### config.mk
export PLATFORM = sky130hd
export DESIGN_NAME = axis_snooper
export DESIGN_NICKNAME = d
export VERILOG_FILES = /design/src/design/snoop_pkg.sv /design/src/design/axis_snooper.sv
export SDC_FILE = /design/constraint.sdc
export NUM_CORES = 1
export LEC_CHECK = 0
export BUFFER_PORTS_ARGS = -buffer_cell sky130_fd_sc_hd__buf_2
export CORE_MARGIN = 8
export CORE_UTILIZATION = 40
export CTS_CLUSTER_SIZE = 24
export DETAILED_ROUTE_END_ITERATION = 7
export PLACE_DENSITY = 0.86
export SLEW_MARGIN = 30
export SYNTH_ARGS = -nofsm -noshare
export SYNTH_HDL_FRONTEND = slang
export SYNTH_SLANG_ARGS = --single-unit
### constraint.sdc
create_clock -name clk -period 12.3 [get_ports clk]
set_input_delay 2.46 -clock clk [delete_from_list [all_inputs] [get_ports clk]]
set_output_delay 2.46 -clock clk [all_outputs]
set_load 0.005 [all_outputs]
### src/design/snoop_pkg.sv
/* Shared widths, bus structs and register map for the packet snooper.
   Stream and buffer share one 64-bit width, and the buffer holds 256 words. */

`default_nettype none

package snoop_pkg;

    // Stream and buffer widths
    localparam int SN_DATA_W  = 64;
    localparam int SN_KEEP_W  = SN_DATA_W / 8;
    localparam int BUF_ADDR_W = 8;
    localparam int BUF_DEPTH  = 1 << BUF_ADDR_W;
    // Byte count of one packet, up to BUF_DEPTH * 8 bytes
    localparam int LEN_W      = 12;

    // Wishbone widths
    localparam int WB_DATA_W  = 32;
    localparam int WB_ADDR_W  = 12;
    localparam int WB_SEL_W   = WB_DATA_W / 8;

    // One observed stream beat
    typedef struct packed {
        logic [SN_DATA_W-1:0] tdata;
        logic [SN_KEEP_W-1:0] tkeep;
        logic                 tlast;
    } axis_beat_t;

    // Snooper write into the buffer, byte_len valid only with done
    typedef struct packed {
        logic                  wr_en;
        logic [BUF_ADDR_W-1:0] addr;
        logic [SN_DATA_W-1:0]  data;
        logic                  done;
        logic [LEN_W-1:0]      byte_len;
    } snoop_wr_t;

    // Wishbone classic request from the host
    typedef struct packed {
        logic                 cyc;
        logic                 stb;
        logic                 we;
        logic [WB_ADDR_W-1:0] adr;
        logic [WB_DATA_W-1:0] dat_w;
        logic [WB_SEL_W-1:0]  sel;
    } wb_req_t;

    // Wishbone classic response
    typedef struct packed {
        logic                 ack;
        logic [WB_DATA_W-1:0] dat_r;
    } wb_rsp_t;

    // Register map, byte addresses
    localparam logic [WB_ADDR_W-1:0] REG_STATUS = 12'h000;
    localparam logic [WB_ADDR_W-1:0] REG_DROPS  = 12'h004;
    localparam logic [WB_ADDR_W-1:0] REG_CTRL   = 12'h008;
    // Buffer word n at BUF_WINDOW + 8n, low half first
    localparam logic [WB_ADDR_W-1:0] BUF_WINDOW = 12'h800;

endpackage

`default_nettype wire

### src/design/axis_snooper.sv
/* Passive AXI-stream snooper, never stalls the link. Capture starts only on a
   packet boundary with the buffer free. Packets over 256 beats are not supported,
   and TKEEP must be contiguous from byte 0 and is used on the last beat only. */

`timescale 1ns/10ps
`default_nettype none

module axis_snooper
    import snoop_pkg::*;
#(
    parameter int REG_IN = 0
) (
    input  logic       clk,
    input  logic       rst,
    input  axis_beat_t beat_i,
    input  logic       tvalid_i,
    input  logic       tready_i,
    input  logic       buf_free_i,
    output snoop_wr_t  wr_o,
    output logic       drop_pulse_o
);

    typedef enum logic [1:0] {
        IDLE,
        ALIGN,
        CAPTURE
    } state_t;

    state_t                state_q;
    state_t                state_d;
    axis_beat_t            beat_s;
    logic                  valid_s;
    logic                  ready_s;
    logic                  beat_ok;
    logic                  last_ok;
    logic                  wr_en;
    logic [BUF_ADDR_W-1:0] addr_q;
    logic [LEN_W-1:0]      len_q;

    // Count of set TKEEP bits
    function automatic logic [LEN_W-1:0] keep_bytes(input logic [SN_KEEP_W-1:0] keep);
        logic [LEN_W-1:0] n;
        n = '0;
        for (int i = 0; i < SN_KEEP_W; i++) begin
            n = n + LEN_W'(keep[i]);
        end
        return n;
    endfunction

    // Optional input register, adds one cycle to write and drop pulse
    if (REG_IN != 0) begin : g_reg_in
        axis_beat_t beat_r;
        logic       valid_r;
        logic       ready_r;

        always_ff @(posedge clk) begin
            if (rst) begin
                valid_r <= 1'b0;
            end else begin
                valid_r <= tvalid_i;
            end
            beat_r  <= beat_i;
            ready_r <= tready_i;
        end

        assign beat_s  = beat_r;
        assign valid_s = valid_r;
        assign ready_s = ready_r;
    end else begin : g_no_reg
        assign beat_s  = beat_i;
        assign valid_s = tvalid_i;
        assign ready_s = tready_i;
    end

    // A beat only counts when the link itself transfers it
    assign beat_ok = valid_s & ready_s;
    assign last_ok = beat_ok & beat_s.tlast;
    assign wr_en   = beat_ok & (state_q == CAPTURE);

    always_comb begin
        state_d = state_q;
        case (state_q)
            // Buffer free, so look for the next boundary
            // A last beat in this same cycle is itself the boundary
            IDLE: begin
                if (buf_free_i) begin
                    state_d = last_ok ? CAPTURE : ALIGN;
                end
            end
            // Skip the rest of a packet already under way
            ALIGN: begin
                if (last_ok) begin
                    state_d = CAPTURE;
                end
            end
            // The packet just ended fills the single buffer
            // Wait in IDLE until the host releases it
            CAPTURE: begin
                if (last_ok) begin
                    state_d = IDLE;
                end
            end
            default: state_d = IDLE;
        endcase
    end

    always_ff @(posedge clk) begin
        if (rst) begin
            state_q <= IDLE;
            addr_q  <= '0;
            len_q   <= '0;
        end else begin
            state_q <= state_d;
            if (wr_en) begin
                if (beat_s.tlast) begin
                    addr_q <= '0;
                    len_q  <= '0;
                end else begin
                    addr_q <= addr_q + BUF_ADDR_W'(1);
                    len_q  <= len_q + LEN_W'(SN_KEEP_W);
                end
            end
        end
    end

    // Write goes out in the same cycle as the counted beat
    always_comb begin
        wr_o.wr_en    = wr_en;
        wr_o.addr     = addr_q;
        wr_o.data     = beat_s.tdata;
        wr_o.done     = wr_en & beat_s.tlast;
        // Full beats so far plus the bytes of this one
        wr_o.byte_len = len_q + keep_bytes(beat_s.tkeep);
    end

    // Lost packet, seen ending while not capturing
    assign drop_pulse_o = last_ok & (state_q != CAPTURE);

endmodule

`default_nettype wire

# == After elaboration in Yosys (flattened, before gate mapping) ==
# Cells that the tools add are included.
# word_totals
reg_bits,22
inputBits,78
elab_cells,33
# classes
add_sub_neg,10
eq_ne,6
muxes,7
bitwise,5
n_reduce_logical,2
# ops
cell,n
12-bit by 4-bit adder with 12-bit output (second input constant),1
12-bit by 8-bit adder with 12-bit output,1
12-bit 2-to-1 mux,1
7-bit by 1-bit adder with 8-bit output,1
8-bit by 1-bit adder with 8-bit output (second input constant),1
2-bit 2-to-1 mux,4
8-bit 2-to-1 mux,1
2-bit != test (second input constant),4
6-bit by 1-bit adder with 7-bit output,1
5-bit by 1-bit adder with 6-bit output,1
2-bit one-hot mux with 3 select lines,1
4-bit by 1-bit adder with 5-bit output,1
1-bit AND,5
3-bit by 1-bit adder with 4-bit output,1
2-bit by 1-bit adder with 3-bit output,1
3-bit AND reduction,1
1-bit by 1-bit adder with 2-bit output,1
2-bit by 1-bit == test with 1-bit output (second input constant),1
2-bit == test (second input constant),1
2-bit logical NOT,1

# == Logic depth before layout (Yosys ltp) ==
# logic_depth
word_depth,8
mapped_depth,11

# == Least setup slack after synthesis ==
# OpenSTA, ideal clock, no wires.
# synth_timing
path_type,input to output
from,in beat_i[1] (netlist bit)
to,out wr_o[10] (netlist bit)
arrival_time_ns,5.049
setup_slack_ns,4.791
cell_stages,11
path_cell_list,fa_1 > ha_1 > inv_1 > fa_1 > fa_1 > inv_1 > fa_1 > a21o_1 > a21oi_1 > nor3b_1 > xor2_1
# synth_rtl
element,line,text
start: declaration,axis_snooper.sv:15,"input axis_beat_t beat_i,"
end: declaration,axis_snooper.sv:19,"output snoop_wr_t wr_o,"

==> results_dict.tcl <==
set metrics [dict create \
    clk_latency_ns 0.26 \
    syn_avg_cell_area_sq_um 8.38 \
    outcome "complete, no violations" \
    yosysUniqueCellTypes 34 \
    cts_tree "built" \
    rsz0062_at_grt "no" \
    start_util_pct 41.2 \
    yosysSeqAreaShare_pct 21.5 \
    numCtsBuffers 3 \
    die_w_um 82.5 \
    cpMostUsedCell "fa_1" \
    cts_root_buf "clkbuf_8" \
    cts_setup_buffers 0 \
    postRouteWirelength_um 3310 \
    dpl.hpwl_um 2690 \
    worst_clock_skew_ns 0.00289 \
    worst_pin_slew_ns 0.779 \
    criticalPathCategory "in -> out" \
    powerDensity_nw_per_um2 88.5 \
    synth_cells 211 \
    h-tree-depth 1 \
    start_kind "primary input" \
    overflow 0 \
    gp_congestion 0.771 \
    fmax_mhz 126 \
    hold_violations 0 \
    die-area_sq_um 6800 \
    post_drt_wl_per_cell_um 14.2 \
    n_antenna_cell 0 \
    holdBufCountCts 0 \
    regArea_sq_um 380 \
    nFillCells 443 \
    worst_ep_arrival_time_ns 5.48 \
    leakage_nw 0.718 \
    ys_seq_elements 19 \
    cts_resized 0 \
    grt_pass1_wl_um 5150 \
    crit_fanout 4 \
    synth_area_sq_um 1770 \
    num_vias 1166 \
    cts.clk_slew.worst_paths_ns 0.07 \
    layout.nets 273 \
    max-vdd-ir-drop_mv 0.0402 \
    core_area_sq_um 4290 \
    rows 24 \
    die_y_um 82.5 \
    tns_ns 0 \
    grt_util_all_layers_pct 9.57 \
    drive_above_1_share_pct 24.2 \
    drt_iter0_drc 22 \
    grt_pass1_vias 1233 \
    routed_via_density 4.98 \
    period_minus_slack_ns 7.94 \
    finalSetupViolations 0 \
    syn2layout_area_growth_pct -13.3 \
    cpPeakStageDelay_ns 0.51 \
    timing.final.crit_share_pct 64.5 \
    clkSinkCount 19 \
    antenna_left 0 \
    cp_data_required_time_ns 9.84 \
    path_cells "buf_2 -> fa_1 -> ha_1 -> inv_1 -> fa_1 -> fa_1 -> inv_1 -> fa_1 -> a21o_1 -> a21oi_1 -> nor3b_1 -> xor2_1 -> buf_2" \
    maxSlewViolCount 0 \
    hp-class "reg -> reg" \
    grt_start_max_net_pins 15 \
    yosys_warnings 0 \
    slowest_stage "fa_1" \
    drt-pass1-iter-count 2 \
    port_buffers 36 \
    multiInputGateArea_sq_um 820 \
    cts_buffer_depth 2 \
    total_power_mw 0.136 \
    ios 165 \
    antenna_found_initial 0 \
    max_slew_margin_pct 48.1 \
    drc 0 \
    end_kind "primary output" \
    cap_violations 0 \
]
## power breakdown
part | internal [mW] | switching [mW] | total, mW
Sequential | 0.0619 | 0.000548 | 0.0625
Clock | 0.0225 | 0.0211 | 0.0436
Combinational | 0.0139 | 0.0157 | 0.0296
Total | 0.0984 | 0.0373 | 0.136
## critical path, delay by kind of cell
kind / cells / cell delay [ns]
simple gates: 1 / 0.11
fa+ha+maj: 5 / 1.86
compound gates: 2 / 0.55
xor+xnor: 1 / 0.15
buf+inv: 4 / 0.35
## placed cells by master (no fill, tap or decap), types with 2 or more instances in the layout
cell | netlist | routed
buf_2 | 1 | 36
nor2_1 | 22 | 22
dfxtp_1 | 19 | 19
xnor2_1 | 13 | 13
inv_1 | 11 | 11
xor2_1 | 10 | 10
nand2_1 | 8 | 8
ha_1 | 8 | 8
a21oi_1 | 6 | 6
nand4_1 | 6 | 6
nand3_1 | 4 | 4
nor3_1 | 4 | 4
fa_1 | 4 | 4
o21ai_0 | 3 | 3
clkbuf_8 | 0 | 3
nand2b_1 | 2 | 2
and2_1 | 2 | 2
o211ai_1 | 2 | 2
nor3b_1 | 2 | 2
nand3b_1 | 2 | 2
conb_1 | 1 | 2
## worst paths after layout
path	startpoint	end	slack [ns]	cells after the start
max	beat_i[1]	wr_o[10]	4.36	13
min reg2reg	addr_q[1]$_SDFFE_PP0P_	addr_q[1]$_SDFFE_PP0P_	0.52	2
min	addr_q[1]$_SDFFE_PP0P_	addr_q[1]$_SDFFE_PP0P_	0.52	2
max reg2reg	state_q[1]$_SDFFE_PP0P_	addr_q[4]$_SDFFE_PP0P_	10.78	5
## cell usage after synthesis, drive strengths merged
cell    number  area, sq um
o21ai        3         15.0
a21oi        6         30.0
ha           8          100
nand2b       2         12.5
o21bai       1         7.51
nand3        5         30.0
nand3b       2         15.0
and2b        1         7.51
fa           4         80.1
nor4         1         21.3
dfxtp       19          380
inv         11         41.3
xor2        10         87.6
a21o         1         7.51
o211ai       2         15.0
buf         70          531
a211oi       1         7.51
nor3         4         20.0
nand2        8         30.0
or2          1         6.26
and2         2         12.5
and3         1         6.26
and4         1         8.76
or3          1         6.26
nand4        6         37.5
nand4b       1         23.8
nor2        22         82.6
nor3b        3         27.5
xnor2       13          114
conb         1         3.75
## state kept, by name, summed over array words and instances (netlist names)
register / count
state_q: 2
len_q: 9
addr_q: 8
## final cells by class
type	instances	share of cell area, %
clock buffer	3	2.69
inverter	11	2.69
clock inverter	1	0.327
timing repair buffer	36	11.8
tap	52	4.24
sequential	19	24.8
multi-input combinational	112	53.5
## cell families after synthesis
family	after synthesis	share of synthesized area, %
and+or+nand+nor	61	19.7
other	1	0.212
DFF	19	21.5
adders and majority gates	12	10.2
xor gates and xnor gates	23	11.4
buffers and inverters	81	32.3
AOI/OAI and AO/OA	14	4.67
## metrics by stage
step	cells	instance area, sq um	util [%]	setup WS [ns]	hold WS, ns
floorplan	212	1770	-	4.79	0.483
global placement	230	1490	34.6	4.37	0.499
detailed placement	230	1490	34.6	4.31	0.504
CTS	234	1530	35.7	4.31	0.514
global route	234	1530	35.7	4.18	0.546
finish	234	1530	35.7	4.36	0.515
## metal layers
metal	global-route usage (%)	vias up	routed length (um)
met5	0	-	0
met4	7.89	0	177
met3	3.68	25	398
met2	15.3	56	1430
met1	9.80	533	1310
li1	-	552	-
No activity file was read; power rests on OpenSTA's default activity.
