[src/design/snoop_pkg.sv]
/* Shared widths, bus structs and register map for the packet snooper.
   Stream and buffer share one 64-bit width, and the buffer holds 256 words. */

`default_nettype none

package snoop_pkg;

    // Stream and buffer widths
    localparam int SN_DATA_W  = 64;
    localparam int SN_KEEP_W  = SN_DATA_W / 8;
    localparam int BUF_ADDR_W = 8;
    localparam int BUF_DEPTH  = 1 << BUF_ADDR_W;
    // Byte count of one packet, up to BUF_DEPTH * 8 bytes
    localparam int LEN_W      = 12;

    // Wishbone widths
    localparam int WB_DATA_W  = 32;
    localparam int WB_ADDR_W  = 12;
    localparam int WB_SEL_W   = WB_DATA_W / 8;

    // One observed stream beat
    typedef struct packed {
        logic [SN_DATA_W-1:0] tdata;
        logic [SN_KEEP_W-1:0] tkeep;
        logic                 tlast;
    } axis_beat_t;

    // Snooper write into the buffer, byte_len valid only with done
    typedef struct packed {
        logic                  wr_en;
        logic [BUF_ADDR_W-1:0] addr;
        logic [SN_DATA_W-1:0]  data;
        logic                  done;
        logic [LEN_W-1:0]      byte_len;
    } snoop_wr_t;

    // Wishbone classic request from the host
    typedef struct packed {
        logic                 cyc;
        logic                 stb;
        logic                 we;
        logic [WB_ADDR_W-1:0] adr;
        logic [WB_DATA_W-1:0] dat_w;
        logic [WB_SEL_W-1:0]  sel;
    } wb_req_t;

    // Wishbone classic response
    typedef struct packed {
        logic                 ack;
        logic [WB_DATA_W-1:0] dat_r;
    } wb_rsp_t;

    // Register map, byte addresses
    localparam logic [WB_ADDR_W-1:0] REG_STATUS = 12'h000;
    localparam logic [WB_ADDR_W-1:0] REG_DROPS  = 12'h004;
    localparam logic [WB_ADDR_W-1:0] REG_CTRL   = 12'h008;
    // Buffer word n at BUF_WINDOW + 8n, low half first
    localparam logic [WB_ADDR_W-1:0] BUF_WINDOW = 12'h800;

endpackage

`default_nettype wire

[src/design/wb_snoop_regs.sv]
/* Wishbone classic slave for status, drop count, release and the buffer window.
   Every access is acked exactly one cycle after the request, with no wait states. */

`timescale 1ns/10ps
`default_nettype none

module wb_snoop_regs
    import snoop_pkg::*;
(
    input  logic                  clk,
    input  logic                  rst,
    input  wb_req_t               wb_req_i,
    output wb_rsp_t               wb_rsp_o,
    input  logic                  full_i,
    input  logic [LEN_W-1:0]      stored_len_i,
    input  logic                  drop_pulse_i,
    output logic [BUF_ADDR_W-1:0] rd_addr_o,
    input  logic [SN_DATA_W-1:0]  rd_data_i,
    output logic                  release_o
);

    logic                 req;
    logic                 win_hit;
    logic                 ctrl_wr;
    logic [WB_ADDR_W-1:0] reg_adr;
    logic [WB_DATA_W-1:0] reg_rdata;
    logic [WB_DATA_W-1:0] rdata_q;
    logic [WB_DATA_W-1:0] drops_q;
    logic                 ack_q;
    logic                 win_q;
    logic                 hi_q;
    logic                 release_q;

    // New request, the ack guard stops a second ack on a held strobe
    assign req = wb_req_i.cyc & wb_req_i.stb & ~ack_q;

    // Window fills the upper half of the address space
    assign win_hit = wb_req_i.adr[WB_ADDR_W-1];
    // Word aligned register address
    assign reg_adr = {wb_req_i.adr[WB_ADDR_W-1:2], 2'b00};

    // Release needs byte lane 0 and bit 0 set
    assign ctrl_wr = req & wb_req_i.we & (reg_adr == REG_CTRL)
                   & wb_req_i.sel[0] & wb_req_i.dat_w[0];

    // Register read mux
    always_comb begin
        reg_rdata = '0;
        case (reg_adr)
            // Length in 27:16, full flag in bit 0
            REG_STATUS: reg_rdata = {4'b0, stored_len_i, 15'b0, full_i};
            REG_DROPS:  reg_rdata = drops_q;
            default:    reg_rdata = '0;
        endcase
    end

    // Buffer word index from the window offset, 8 bytes per word
    // The RAM reads it on the same edge that raises ack
    assign rd_addr_o = wb_req_i.adr[BUF_ADDR_W+2:3];

    always_ff @(posedge clk) begin
        if (rst) begin
            ack_q     <= 1'b0;
            release_q <= 1'b0;
        end else begin
            ack_q     <= req;
            release_q <= ctrl_wr;
        end
    end

    // Read source and half select, captured with the ack
    always_ff @(posedge clk) begin
        if (req) begin
            rdata_q <= reg_rdata;
            win_q   <= win_hit;
            hi_q    <= wb_req_i.adr[2];
        end
    end

    // Lost packet counter, holds at its maximum
    always_ff @(posedge clk) begin
        if (rst) begin
            drops_q <= '0;
        end else if (drop_pulse_i && (drops_q != '1)) begin
            drops_q <= drops_q + WB_DATA_W'(1);
        end
    end

    always_comb begin
        wb_rsp_o.ack = ack_q;
        if (win_q) begin
            wb_rsp_o.dat_r = hi_q ? rd_data_i[SN_DATA_W-1:WB_DATA_W] : rd_data_i[WB_DATA_W-1:0];
        end else begin
            wb_rsp_o.dat_r = rdata_q;
        end
    end

    // High in the ack cycle, buffer frees on the closing edge
    assign release_o = release_q;

endmodule

`default_nettype wire

[config.mk]
export PLATFORM = sky130hd
export DESIGN_NAME = wb_snoop_regs
export DESIGN_NICKNAME = d
export VERILOG_FILES = /design/src/design/snoop_pkg.sv /design/src/design/wb_snoop_regs.sv
export SDC_FILE = /design/constraint.sdc
export NUM_CORES = 1
export LEC_CHECK = 0
export BUFFER_PORTS_ARGS = -buffer_cell sky130_fd_sc_hd__buf_4
export CORE_UTILIZATION = 40
export DETAILED_ROUTE_END_ITERATION = 8
export PLACE_DENSITY_LB_ADDON = 0.2
export REMOVE_ABC_BUFFERS = 1
export SETUP_SLACK_MARGIN = 0.02
export SLEW_MARGIN = 20
export SYNTH_ARGS = -nofsm -noshare
export SYNTH_HDL_FRONTEND = slang
export SYNTH_SLANG_ARGS = --single-unit
[constraint.sdc]
create_clock -name clk -period 3.18 [get_ports clk]
set_input_delay 0.954 -clock clk [delete_from_list [all_inputs] [get_ports clk]]
set_output_delay 0.954 -clock clk [all_outputs]
set_load 0.005 [all_outputs]
---- Yosys cells after proc, flatten, opt, wreduce, memory -nomap -nowiden ----
Index checks and enable logic that the tools add are counted.
word-level totals
  register bits ........................... 68
  input bits .............................. 131
operators by class
  add/subtract/negate cells ............... 1
  equality and inequality tests ........... 3
  multiplexer cells ....................... 3
  bitwise gates (word level) .............. 7
  reduce and logical (&&, ||, !) cells .... 2
operator list
  cell                   number
  $mux 32                2
  $pmux 32 s2            1
  $add 32x1->32 const B  1
  $ne 32x32->1 const B   1
  $logic_not 12->1       1
  $eq 10x1->1 const B    1
  $eq 10x2->1 const B    1
  $and 1x1->1            6
  $logic_and 1x1->1      1
  $not 1->1              1

---- Depth between registers and ports, before layout ----
Gate-level depths: netlist (run 1).
  word-level depth ........................ 6
  depth in mapped cells ................... 7

---- Worst setup path after synthesis (run 1) ----
Ideal clock, no wire load.
  path type ............................... input to register
  from .................................... in wb_req_i[50] in the netlist's numbering
  to ...................................... reg hi_q, enable pin
  library setup time ...................... 425 ps
  data arrival time ....................... 2456 ps
  data required time ...................... 2755 ps
  setup slack ............................. 299 ps
  stages .................................. 2
  buffers on the path ..................... 0
  cell sequence ........................... nand2_1 nor2_1
between the ends
  cells in the longest elaborated chain, start to end .. 2
ends and longest elaborated chain
  element                    line                 text
  start: declaration         wb_snoop_regs.sv:12  input wb_req_t wb_req_i,
  $and 1x1->1 (2 in series)  wb_snoop_regs.sv:35  assign req = wb_req_i.cyc & wb_req_i.stb & ~ack_q;
  named net req              wb_snoop_regs.sv:22  logic req;
  end signal: assignment     wb_snoop_regs.sv:76  hi_q <= wb_req_i.adr[2];
  end: declaration           wb_snoop_regs.sv:31  logic hi_q;
The timed path passes the listed nets, and every way through them passes these cells.
A chain may end at the register's enable or synchronous reset.

==> impl_summary.md, run 1 <==
Outcome
The flow ran to the end, and the final reports show no timing, DRC or antenna violations.

Placement
The worst slack at placement is 568 ps. The global placement routability congestion is 0.867. Detailed placement ended at an HPWL of 6510 um. Port buffering added 136 buffers.

Synth
In the synthesized netlist, mux cells make up 14.3% of the area. The number of instances in the synthesized netlist is 408. The primary flip-flop cell chosen by synthesis mapping is sky130_fd_sc_hd__edfxtp_1. Each instance of the synthesized netlist takes up on average 9.44 um^2.

The synthesized netlist devotes 11.6% of its cell area to compound gates. In this run, distinct cell masters in the synthesized netlist total 45. The share of synthesized cell area in full adder, half adder and majority cells is 0.325%.

The simple-gate area share of the yosys netlist is 24.0%. The fraction of synthesized cell area in xor and xnor cells is 0.910%. The flop and latch count out of synthesis is 68. The number of warnings issued by yosys is 0.

The number of flops mapped to enable cells by yosys is 34. The area of the mapped netlist is 3850 um^2. The fraction of registers with async set/reset is 0%.

The register area share after synthesis is 44.2%. The largest family of logic cells by synthesized area is simple AND/OR/NAND/NOR gates.

Floorplan
The height of the die is 100 um. The width of the die is 100 um. The starting density of the core is 41.5%. The core region is 9280 um^2.

The die covers 10,000 um^2. The number of core rows is 35. The I/O pin count is 173.

Timing
For the final routed database, the setup TNS stands at 0 ps. The final period demand of the worst path is 2630 ps. Measured against its own limit, the worst slew margin works out to 57.9%. The number of max-slew violations in the final report came to 0. The final count of hold timing violations is 0.

Setup repair after global routing left no endpoint under its margin. Setup slack on the critical path of the routed design comes to 547 ps. Setup violations remaining at the end of the flow were counted as 0. The worst path uses 82.8% of the clock period. On the final layout, the worst hold slack is 496 ps.

The maximum operating frequency is 380 MHz. The slew of the pin with the lowest slew margin is 626 ps. On the final layout, the worst clock skew is 11.2 ps.

Global route
Global routing consumed, over all layers together, 18.2% of the routing resources. Entering global routing, the biggest net connects 52 pins. Global routing finished with a remaining overflow of 0.

The first global-routing pass estimated 14,300 um of wire. The initial antenna violation count is 0. The via count of the first global-routing pass came to 3,162.

Run
The tool flagged a number of max-cap violations equal to 0.

Final layout
In the layout the commonest cells are sky130_fd_sc_hd__buf_4 (141), sky130_fd_sc_hd__nor2_1 (64), sky130_fd_sc_hd__a21oi_1 (50). The number of inserted diodes is 0. The number of fill cells in the layout is 878. The most frequent standard cell in the layout excluding fill and tap cells is sky130_fd_sc_hd__buf_4. At the end of the flow, the number of nets in the layout was 659. The area growth from synthesis to layout is 32.0%. The fraction of final layout cells sized beyond drive strength 1 is 33.5%.

Clock network
In this run, post-CTS repair resized a total of 0 instances. Buffers added to address setup during post-CTS repair amount to 0. Clock-pin slew was measured on the worst setup and hold paths at 70 ps. The clock root buffer master is sky130_fd_sc_hd__clkbuf_8. The total clock sinks is 68. At the later pin of the worst-skew pair, clock insertion delay measures 350 ps. The number of buffers on the longest clock path is 2.

The hold buffer count at cts is 0. The CTS tree is done. Buffers inserted during clock tree synthesis total 9. The H-tree was split into 3 levels.

Power
The cell-internal power is 1.38 mW. The power share of the clock group is 33.1%. The power share of the combinational group is 14.2%. Summed over all cells, the static leakage comes to 2.10 nW. For this design the total switching power over the nets is 0.429 mW. The share of total power consumed by net switching is 23.8%. Registers are responsible for 52.7% of the overall power. IR analysis of the VDD net gives a maximum drop of 0.155 mV.

The total power divided by cell area is 355 nW/um^2.

Setup path
Along the worst path, the maximum fanout reaches 51. The launching element type of the critical path is a flop. STA classifies the critical path endpoint as an output pin. The data required time at the worst endpoint is 2230 ps. Data arrives at the worst endpoint at 1680 ps. The type of the setup path with the least slack is reg -> out.

Drt
Summing over every cut layer, the via total after detailed routing is 3,368. The starting DRC count in detailed routing is 86. The detail-routed net length per standard cell is 13.5 um. The mean number of vias per cell is 5.10. The detail route stage leaves a number of antenna-violating nets equal to 0. For this run, design rule violations remaining after detail routing come to 0. The total wire length after detailed routing is 8910 um. The number of optimization iterations in the first detailed-route pass is 4.

Min path
The worst min-delay path category is reg -> reg.
[cells in the mapped netlist (8+ instances only)]
library cell               instances  area [um^2]
sky130_fd_sc_hd__a21oi_1          50          250
sky130_fd_sc_hd__and2_1           21          131
sky130_fd_sc_hd__buf_4            10         75.1
sky130_fd_sc_hd__clkbuf_1         15         56.3
sky130_fd_sc_hd__dfxtp_1          34          681
sky130_fd_sc_hd__edfxtp_1         34         1020
sky130_fd_sc_hd__mux2i_1          46          460
sky130_fd_sc_hd__nand2_1          14         52.6
sky130_fd_sc_hd__nand3_1          11         55.1
sky130_fd_sc_hd__nor2_1           65          244
sky130_fd_sc_hd__nor2b_1           8         50.1
sky130_fd_sc_hd__o21ai_0          10         50.1
sky130_fd_sc_hd__or3_1            12         75.1
[per-stage QoR]
stage	total power, mW	std cells	cell area [um^2]	utilization (%)
3_5_place_dp	1.23	645	4920	53.0
3_3_place_gp	1.22	645	4920	53.0
6_report	1.80	661	5080	54.7
4_1_cts	1.82	661	5080	54.7
2_1_floorplan	1.05	374	3670	-
5_1_grt	1.88	661	5080	54.7
[flip-flops by register name, summed over array words and instances (netlist names)]
register   flops
drops_q       32
release_o      1
ack_q          1
win_q          1
rdata_q       32
hi_q           1
[power groups by stage]
stage	registers (mW)	clock network (mW)	logic, mW
5_1_grt	0.953	0.647	0.281
3_5_place_dp	0.971	0	0.259
6_report	0.951	0.598	0.255
3_3_place_gp	0.970	0	0.252
2_1_floorplan	0.978	0	0.0761
4_1_cts	0.951	0.607	0.259
[logic make-up (layout without fill, tap and decap cells)]
logic type      count (synthesis)  count (layout)
compound gates                 74              74
xor+xnor                        4               4
fa+ha+maj                       1               1
buf+inv                        35             159
flops                          68              68
mux                            54              54
simple gates                  172             172
[layer usage]
metal	GRT usage, %	up-vias	routed length, um
met3	3.90	13	453
met2	30.8	81	4300
met5	0	-	0
met4	7.47	0	142
li1	-	1720	-
met1	22.7	1554	4020
[path summary, 6_finish.rpt]
| kind | start | slack, ps | depth (start not counted) | endpoint |
|---|---|---|---|---|
| worst min register to register | drops_q[7] | 500 | 2 | drops_q[7] |
| worst max-delay path | win_q | 550 | 4 | wb_rsp_o[1] |
| worst min-delay path | drops_q[7] | 500 | 2 | drops_q[7] |
| worst max register to register | drops_q[29] | 910 | 5 | drops_q[13] |
[critical path: stages (launching register included)]
cell	delay, ps
sky130_fd_sc_hd__edfxtp_1	670
sky130_fd_sc_hd__buf_12	280
sky130_fd_sc_hd__nor2_1	70
sky130_fd_sc_hd__a21oi_1	150
sky130_fd_sc_hd__buf_4	140
[final cells by class]
cell class | count | area, um^2 | share of cell area [%]
multi-input cells | 305 | 1980 | 38.9
flip-flops and latches | 68 | 1700 | 33.5
repair buffers | 142 | 1080 | 21.2
well taps | 129 | 161 | 3.18
clock buffers | 11 | 131 | 2.58
clock inverters | 5 | 30.0 | 0.591
inverters | 1 | 3.75 | 0.0739
(Power assumes the default switching activity.)
==> run 2: changes to the inputs <==
==> constraint.sdc (replaced) <==
create_clock -name clk -period 2.7 [get_ports clk]
set_input_delay 0.81 -clock clk [delete_from_list [all_inputs] [get_ports clk]]
set_output_delay 0.81 -clock clk [all_outputs]
set_load 0.005 [all_outputs]
==> run 2 against run 1 <==
Critical path depth unchanged. Hold slack better by 11 ps. Clock power is 36% higher. First-iteration DRC count up 9.3%. Combinational power is 19% higher. Clock skew shrank 1.5 ps. Global-route usage rose by 0.090 points. Core utilization rose by 0.49 points. Power is 24% higher. Critical endpoint is now wb_rsp_o[31]. Largest power group unchanged.
==> impl_summary.md, run 2 (synthesis gave the netlist of run 1 again) <==
Outcome
The flow ran to the end, and the final reports show no timing, DRC or antenna violations.

Final layout
The top cell types in the final layout, fill and taps aside, are sky130_fd_sc_hd__buf_4 (143), sky130_fd_sc_hd__nor2_1 (64), sky130_fd_sc_hd__a21oi_1 (50). Of the cells placed in the final design, the portion with a size suffix greater than 1 is 34.1%. The most frequent standard cell in the layout excluding fill and tap cells is sky130_fd_sc_hd__buf_4. In the final layout, the registers with the most flip-flops are drops_q (32), rdata_q (32). The net count of the finished layout is 661. The repair_antennas step left the layout with diodes totalling 0.

Relative to the synthesized area, the layout overhead comes to 33.2%.

Setup path
The type of the setup path with the least slack is reg -> out. For the worst flop-to-flop path, the logic depth is 5. Data on the critical path arrives at its endpoint at 1600 ps. The critical path starts at hi_q.

The start of the worst register-to-register path is drops_q[4]. The data required time at the worst endpoint is 1890 ps. The worst register-to-register path has a setup slack of 410 ps.

The sort of element at the end of the critical path is an output pin. Following the worst setup path forward leads to its endpoint at wb_rsp_o[31]. The highest fanout seen on the critical path is 32. The critical register-to-register path endpoint is drops_q[31]. STA classifies the critical path startpoint as a flop.

Power
The power share of the combinational group is 13.6%. The share of total power consumed by net switching is 23.4%. The total power divided by cell area is 436 nW/um^2.

The largest voltage drop on the vdd net is 0.190 mV. For this design the total switching power over the nets is 0.524 mW. The power share of the clock group is 36.5%. The internal power of the cells totals 1.71 mW. The analysis attributes to cell leakage a power of 2.13 nW. The part of the power in registers is 49.9%.

Global route
The initial antenna violation count is 0. The via count of the first global-routing pass was 3,175. Entering global routing, the biggest net connects 52 pins.

The global route total overflow is 0. The global-route total usage across every layer is 18.3%. The wire length of the first global-routing pass is 14,500 um.

Timing
Subtracting the final worst setup slack from the clock period gives 2410 ps. The relative slew slack is 58.2%. The maximum operating frequency is 415 MHz. The setup clock skew after layout is 9.67 ps.

Setup repair after global routing left no endpoint under its margin. The number of max-slew violations in the final report is 0. The tightest hold path in the finished design has a slack of 507 ps.

Setup slack closes at 292 ps. The final count of hold timing violations was 0. The post-route setup TNS is 0 ps. Setup violations remaining at the end of the flow were counted as 0.

The part of the cycle the worst path needs is 89.2%. At the pin with the least slew margin, the transition time is 622 ps.

Drt
The starting DRC count in detailed routing is 94. The routed layout has 3,352 vias. In the final routed layout, each cell accounts on average for 13.6 um. The pre-antenna-repair detailed-routing pass consisted of 5 iterations. The number of nets with antenna violations after detailed routing is 0. In the routed layout, each cell is associated on average with a via count of 5.06. The total wire length after detailed routing is 9020 um. The final routed DRC violation total is 0.

Min path
In this run the worst hold path is classified as reg -> reg. The startpoint identified for the worst hold timing path is drops_q[7].

Floorplan
Row generation in the floorplan step produced 35 rows. In this run the horizontal extent of the chip is 100 um. During I/O placement, the number of pins put on the boundary was 173. The starting density of the core is 41.5%. The placeable core area is 9280 um^2. The floorplan step set the die height to 100 um. The die covers 10,000 um^2.

Clock network
Buffers inserted to repair hold after CTS numbered 0. After clock tree synthesis, the clock-pin slew on the worst setup and hold paths is 80 ps. The cell sitting at the root of the clock tree is a sky130_fd_sc_hd__clkbuf_8. The later pin in the worst-skew pair is clocked with a latency of 350 ps. The number of setup buffers added after CTS is 0.

The CTS tree is done. The number of levels in the clock H-tree is 3. The total clock sinks is 68. Counting along the longest clock path gives a buffer depth of 2. The number of gates resized after cts is 0. The number of buffers created by CTS is 9.

Placement
During placement, the flow inserted port buffers numbering 136. The HPWL reported at the end of detailed placement is 6580 um. The worst slack at placement is 264 ps.

The global placement routability congestion is 0.802.

Run
The max capacitance violation total is 0.
## run 2: cell types whose count changed in the layout (fill, tap and decap cells not counted), sizes merged
cell	delta
buf	+2
bufinv	+1
clkinvlp	-2
clkbuf	-2
clkinv	+3
## run 2: metrics by stage
stage	utilization, %	instance area (um^2)	instances	power, mW
global placement	53.2	4940	647	1.44
floorplan	-	3670	374	1.24
CTS	55.2	5130	663	2.25
finish	55.2	5130	663	2.24
detailed placement	53.2	4940	647	1.45
global route	55.2	5130	663	2.33
## run 2: metal layers
| layer | global-route usage (%) | up-vias | share of wire (%) |
|---|---|---|---|
| met5 | 0 | - | 0 |
| met4 | 7.13 | 0 | 1.5 |
| li1 | - | 1721 | - |
| met2 | 31.9 | 108 | 49 |
| met1 | 22.2 | 1509 | 43 |
| met3 | 3.76 | 14 | 6.9 |
## run 2: worst min-delay path by stage
| stage | endpoint | cells past startpoint |
|---|---|---|
| global route | drops_q[13] | 2 |
| detailed placement | drops_q[13] | 2 |
| floorplan | ack_q | 1 |
| finish | drops_q[7] | 2 |
| global placement | drops_q[7] | 2 |
| CTS | drops_q[13] | 2 |
## run 2: cell type report
| class | instances | area, um^2 |
|---|---|---|
| fill | 860 | 4160 |
| multi-input combinational | 305 | 1980 |
| sequential | 68 | 1700 |
| timing repair buffer | 144 | 1090 |
| tap | 129 | 161 |
| clock buffer | 9 | 124 |
| clock inverter | 7 | 67.6 |
| inverter | 1 | 3.75 |
## run 2: worst max-delay path: stages, from the launching register on
cell	delay (ps)
sky130_fd_sc_hd__edfxtp_1	370
sky130_fd_sc_hd__buf_12	250
sky130_fd_sc_hd__mux2i_1	320
sky130_fd_sc_hd__a21oi_1	140
sky130_fd_sc_hd__buf_4	150
## run 2: power by group through the flow
stage | Sequential, mW | Clock (mW) | Combinational, mW
after floorplan | 1.15 | 0 | 0.0897
after global placement | 1.14 | 0 | 0.301
after detailed placement | 1.14 | 0 | 0.308
after CTS | 1.12 | 0.826 | 0.308
after global routing | 1.12 | 0.875 | 0.333
final | 1.12 | 0.816 | 0.304
==> run 3: changes to the inputs <==
==> constraint.sdc (replaced) <==
create_clock -name clk -period 2.7 [get_ports clk]
set_input_delay 0.54 -clock clk [delete_from_list [all_inputs] [get_ports clk]]
set_output_delay 0.54 -clock clk [all_outputs]
set_load 0.005 [all_outputs]
==> run 3 against run 2 <==
Fmax up 6.8%. Core utilization down 0.12 points. Hold slack worse by 120 ps. Critical path depth unchanged. Die area unchanged. Sequential share of layout area up 0.073 points. Clock skew down 3.8 ps. Final cell count down 0.30%. Clock power down 2.7%. Sequential cell count unchanged. Setup slack better by 150 ps. Power down 0.87%. Highest routed layer unchanged.
==> impl_summary.md, run 3 (synthesis gave the netlist of run 1 again) <==
Setup path
The critical path is of the reg -> out type. The top cell family by delay on the critical path is flip-flops. The critical path contains buffers and inverters numbering 2 combined. The startpoint identified for the worst register-to-register timing path is drops_q[4]. The launching element type of the critical path is a flop. Traced cell by cell, the critical path runs through buf_12 -> nor2_1 -> a21oi_1 -> buf_4. In this run the critical register-to-register path is captured at drops_q[31]. The path length in cells of the critical path is 4. The arrival time of the worst setup path is 1710 ps. The launch point of the worst path is win_q. The reg-to-reg setup timing slack is 450 ps. The largest single stage delay on the critical path is 690 ps. The critical path capture point is wb_rsp_o[1]. The highest fanout seen on the critical path is 51. The sort of element at the end of the critical path is an output pin. The cell count of the worst reg-to-reg path is 5. The master of the slowest instance on the critical path is sky130_fd_sc_hd__edfxtp_1. The data required time at the worst endpoint is 2160 ps.

Global route
The global-route total usage across every layer is 18.5%. The first global-routing pass estimated 14,600 um of wire. After global routing the overflow that remains totals 0.

The via count of the first global-routing pass is 3,145. The pin count of the biggest net entering global routing is 52. The initial antenna violation count is 0.

Run
Max-cap violations in this run came to 0.

Drt
In the final routed layout, each cell accounts on average for 13.8 um. Across all layers, the routed design uses 3,343 vias. The final routed DRC violation total is 0. In this run the top signal layer used is met4. The starting DRC count in detailed routing is 87. The routed metal-1 wirelength is 4150 um.

Using the TritonRoute via totals, the vias-per-cell ratio works out to 5.06. The number of nets with antenna violations after detailed routing is 0. The number of optimization iterations in the first detailed-route pass is 5. The detailed-routed wire length on met3 is 561 um. The total met2 wirelength after detailed routing is 4310 um. The total wire length after detailed routing is 9110 um.

Clock network
The number of buffers created by CTS is 9. The hold buffer count at cts is 0. The clock passes through at most 2 buffers.

The number of setup buffers added after CTS is 0. Clock tree synthesis selected as its root buffer the cell sky130_fd_sc_hd__clkbuf_8. After clock tree synthesis, the repair step resized 0 gates. CTS built an H-tree with a depth of 3. The total clock sinks is 68. For the worst-skew pair, the clock arrives at the later sink with an insertion delay of 340 ps. The clock slew seen by the registers of the worst setup and hold paths is 70 ps. TritonCTS built the clock tree.

Floorplan
The width of the die is 100 um. The die covers 10,000 um^2. The floorplan has 35 rows.

The height of the die is 100 um. The placeable core area is 9280 um^2. The starting density of the core is 41.5%.

The I/O pin count is 173.

Final layout
The finished layout holds 661 standard cells, fillers aside. The number of inserted diodes is 0. Leaving out fill and tap cells, the most frequent cells in the layout are sky130_fd_sc_hd__buf_4 (140), sky130_fd_sc_hd__nor2_1 (64), sky130_fd_sc_hd__a21oi_1 (50). The post-synthesis to final-layout area growth is 32.9%.

Summing all multi-input logic gate instances after layout gives 1980 um^2. The largest registers in the layout are drops_q (32), rdata_q (32). The most frequent standard cell in the layout excluding fill and tap cells is sky130_fd_sc_hd__buf_4. In the final layout, the share of cells above drive strength 1 is 33.3%. The area taken by flip-flops and latches is 1700 um^2. The net count reported at finish is 659. The utilization after layout is 55.1%. The number of fill cells in the layout is 869.

The finished cells cover 5120 um^2.

Timing
The number of max-slew violations in the final report is 0. Setup repair after global routing left no endpoint under its margin. The setup slack of the critical path after layout is 447 ps. Adding up every negative setup slack in the final design gives 0 ps. The final period demand of the worst path is 2250 ps.

The slew of the pin with the lowest slew margin is 611 ps. The maximum operating frequency is 444 MHz. Measured against its own limit, the worst slew margin works out to 59.0%. The hold slack is 383 ps. Setup violations remaining at the end of the flow were counted as 0.

The final count of hold timing violations came to 0. The clock arrives with 5.87 ps of skew. Of the available clock period, the critical path in the final layout requires 83.5%.

Placement
In this run the cell area measured after placement is 4930 um^2. Prior to clock tree synthesis, the placed netlist has a worst setup slack of 479 ps. The congestion estimate from routability-driven global placement came to 0.818.

The count of buffers added on input and output ports is 136. The number of cells after detailed placement is 645. The HPWL reported at the end of detailed placement is 6520 um.

Outcome
The flow ran to the end, and the final reports show no timing, DRC or antenna violations.

Power
The analysis attributes to cell leakage a power of 2.11 nW. In this run the power density over the cells is 434 nW/um^2. IR analysis of the VDD net gives a maximum drop of 0.180 mV. After layout, the design draws a total of 2.22 mW.

Min path
The worst min-delay path category is in -> reg.
==> run 3: cell count changes in the layout (fill, tap and decap cells not counted) <==
cell | before | now
sky130_fd_sc_hd__clkinv_2 | 4 | 2
sky130_fd_sc_hd__buf_12 | 1 | 2
sky130_fd_sc_hd__clkinv_4 | 2 | 0
sky130_fd_sc_hd__clkinv_1 | 0 | 2
sky130_fd_sc_hd__buf_4 | 143 | 140
sky130_fd_sc_hd__clkinvlp_4 | 0 | 1
sky130_fd_sc_hd__clkbuf_1 | 0 | 1
==> run 3: worst min-delay path by stage <==
stage / startpoint / end / slack (ps) / cells past startpoint
4_1_cts: wb_req_i[47] / win_q / 370 / 1
5_1_grt: wb_req_i[47] / win_q / 360 / 1
3_5_place_dp: drops_q[7] / drops_q[7] / 500 / 2
6_report: wb_req_i[47] / win_q / 380 / 1
3_3_place_gp: drops_q[7] / drops_q[7] / 480 / 2
2_1_floorplan: ack_q / ack_q / 450 / 1
==> run 3: layout make-up <==
cell class / count / share of cell area, %
Multi-Input combinational cell: 305 / 38.6
Sequential cell: 68 / 33.3
Timing Repair Buffer: 142 / 21.3
Tap cell: 129 / 3.15
Clock buffer: 10 / 2.49
Clock inverter: 6 / 1.08
Inverter: 1 / 0.0734
==> run 3: worst register-to-register path, stage by stage, from the launching register on <==
cell	delay, ps
sky130_fd_sc_hd__dfxtp_1	420
sky130_fd_sc_hd__and4_1	360
sky130_fd_sc_hd__and2_2	270
sky130_fd_sc_hd__nand4_2	360
sky130_fd_sc_hd__nor4_2	390
sky130_fd_sc_hd__mux2_1	340
==> run 3: routing by layer <==
metal | track usage [%] | up-vias
met1 | 23.8 | 1527
met2 | 30.2 | 100
met3 | 4.46 | 8
li1 | - | 1708
met4 | 7.02 | 0
met5 | 0 | -
==> run 3: report_power, final <==
group / switching [mW] / internal (mW) / total (mW)
clock: 0.377 / 0.417 / 0.794
combinational: 0.116 / 0.186 / 0.303
sequential: 0.0146 / 1.11 / 1.12
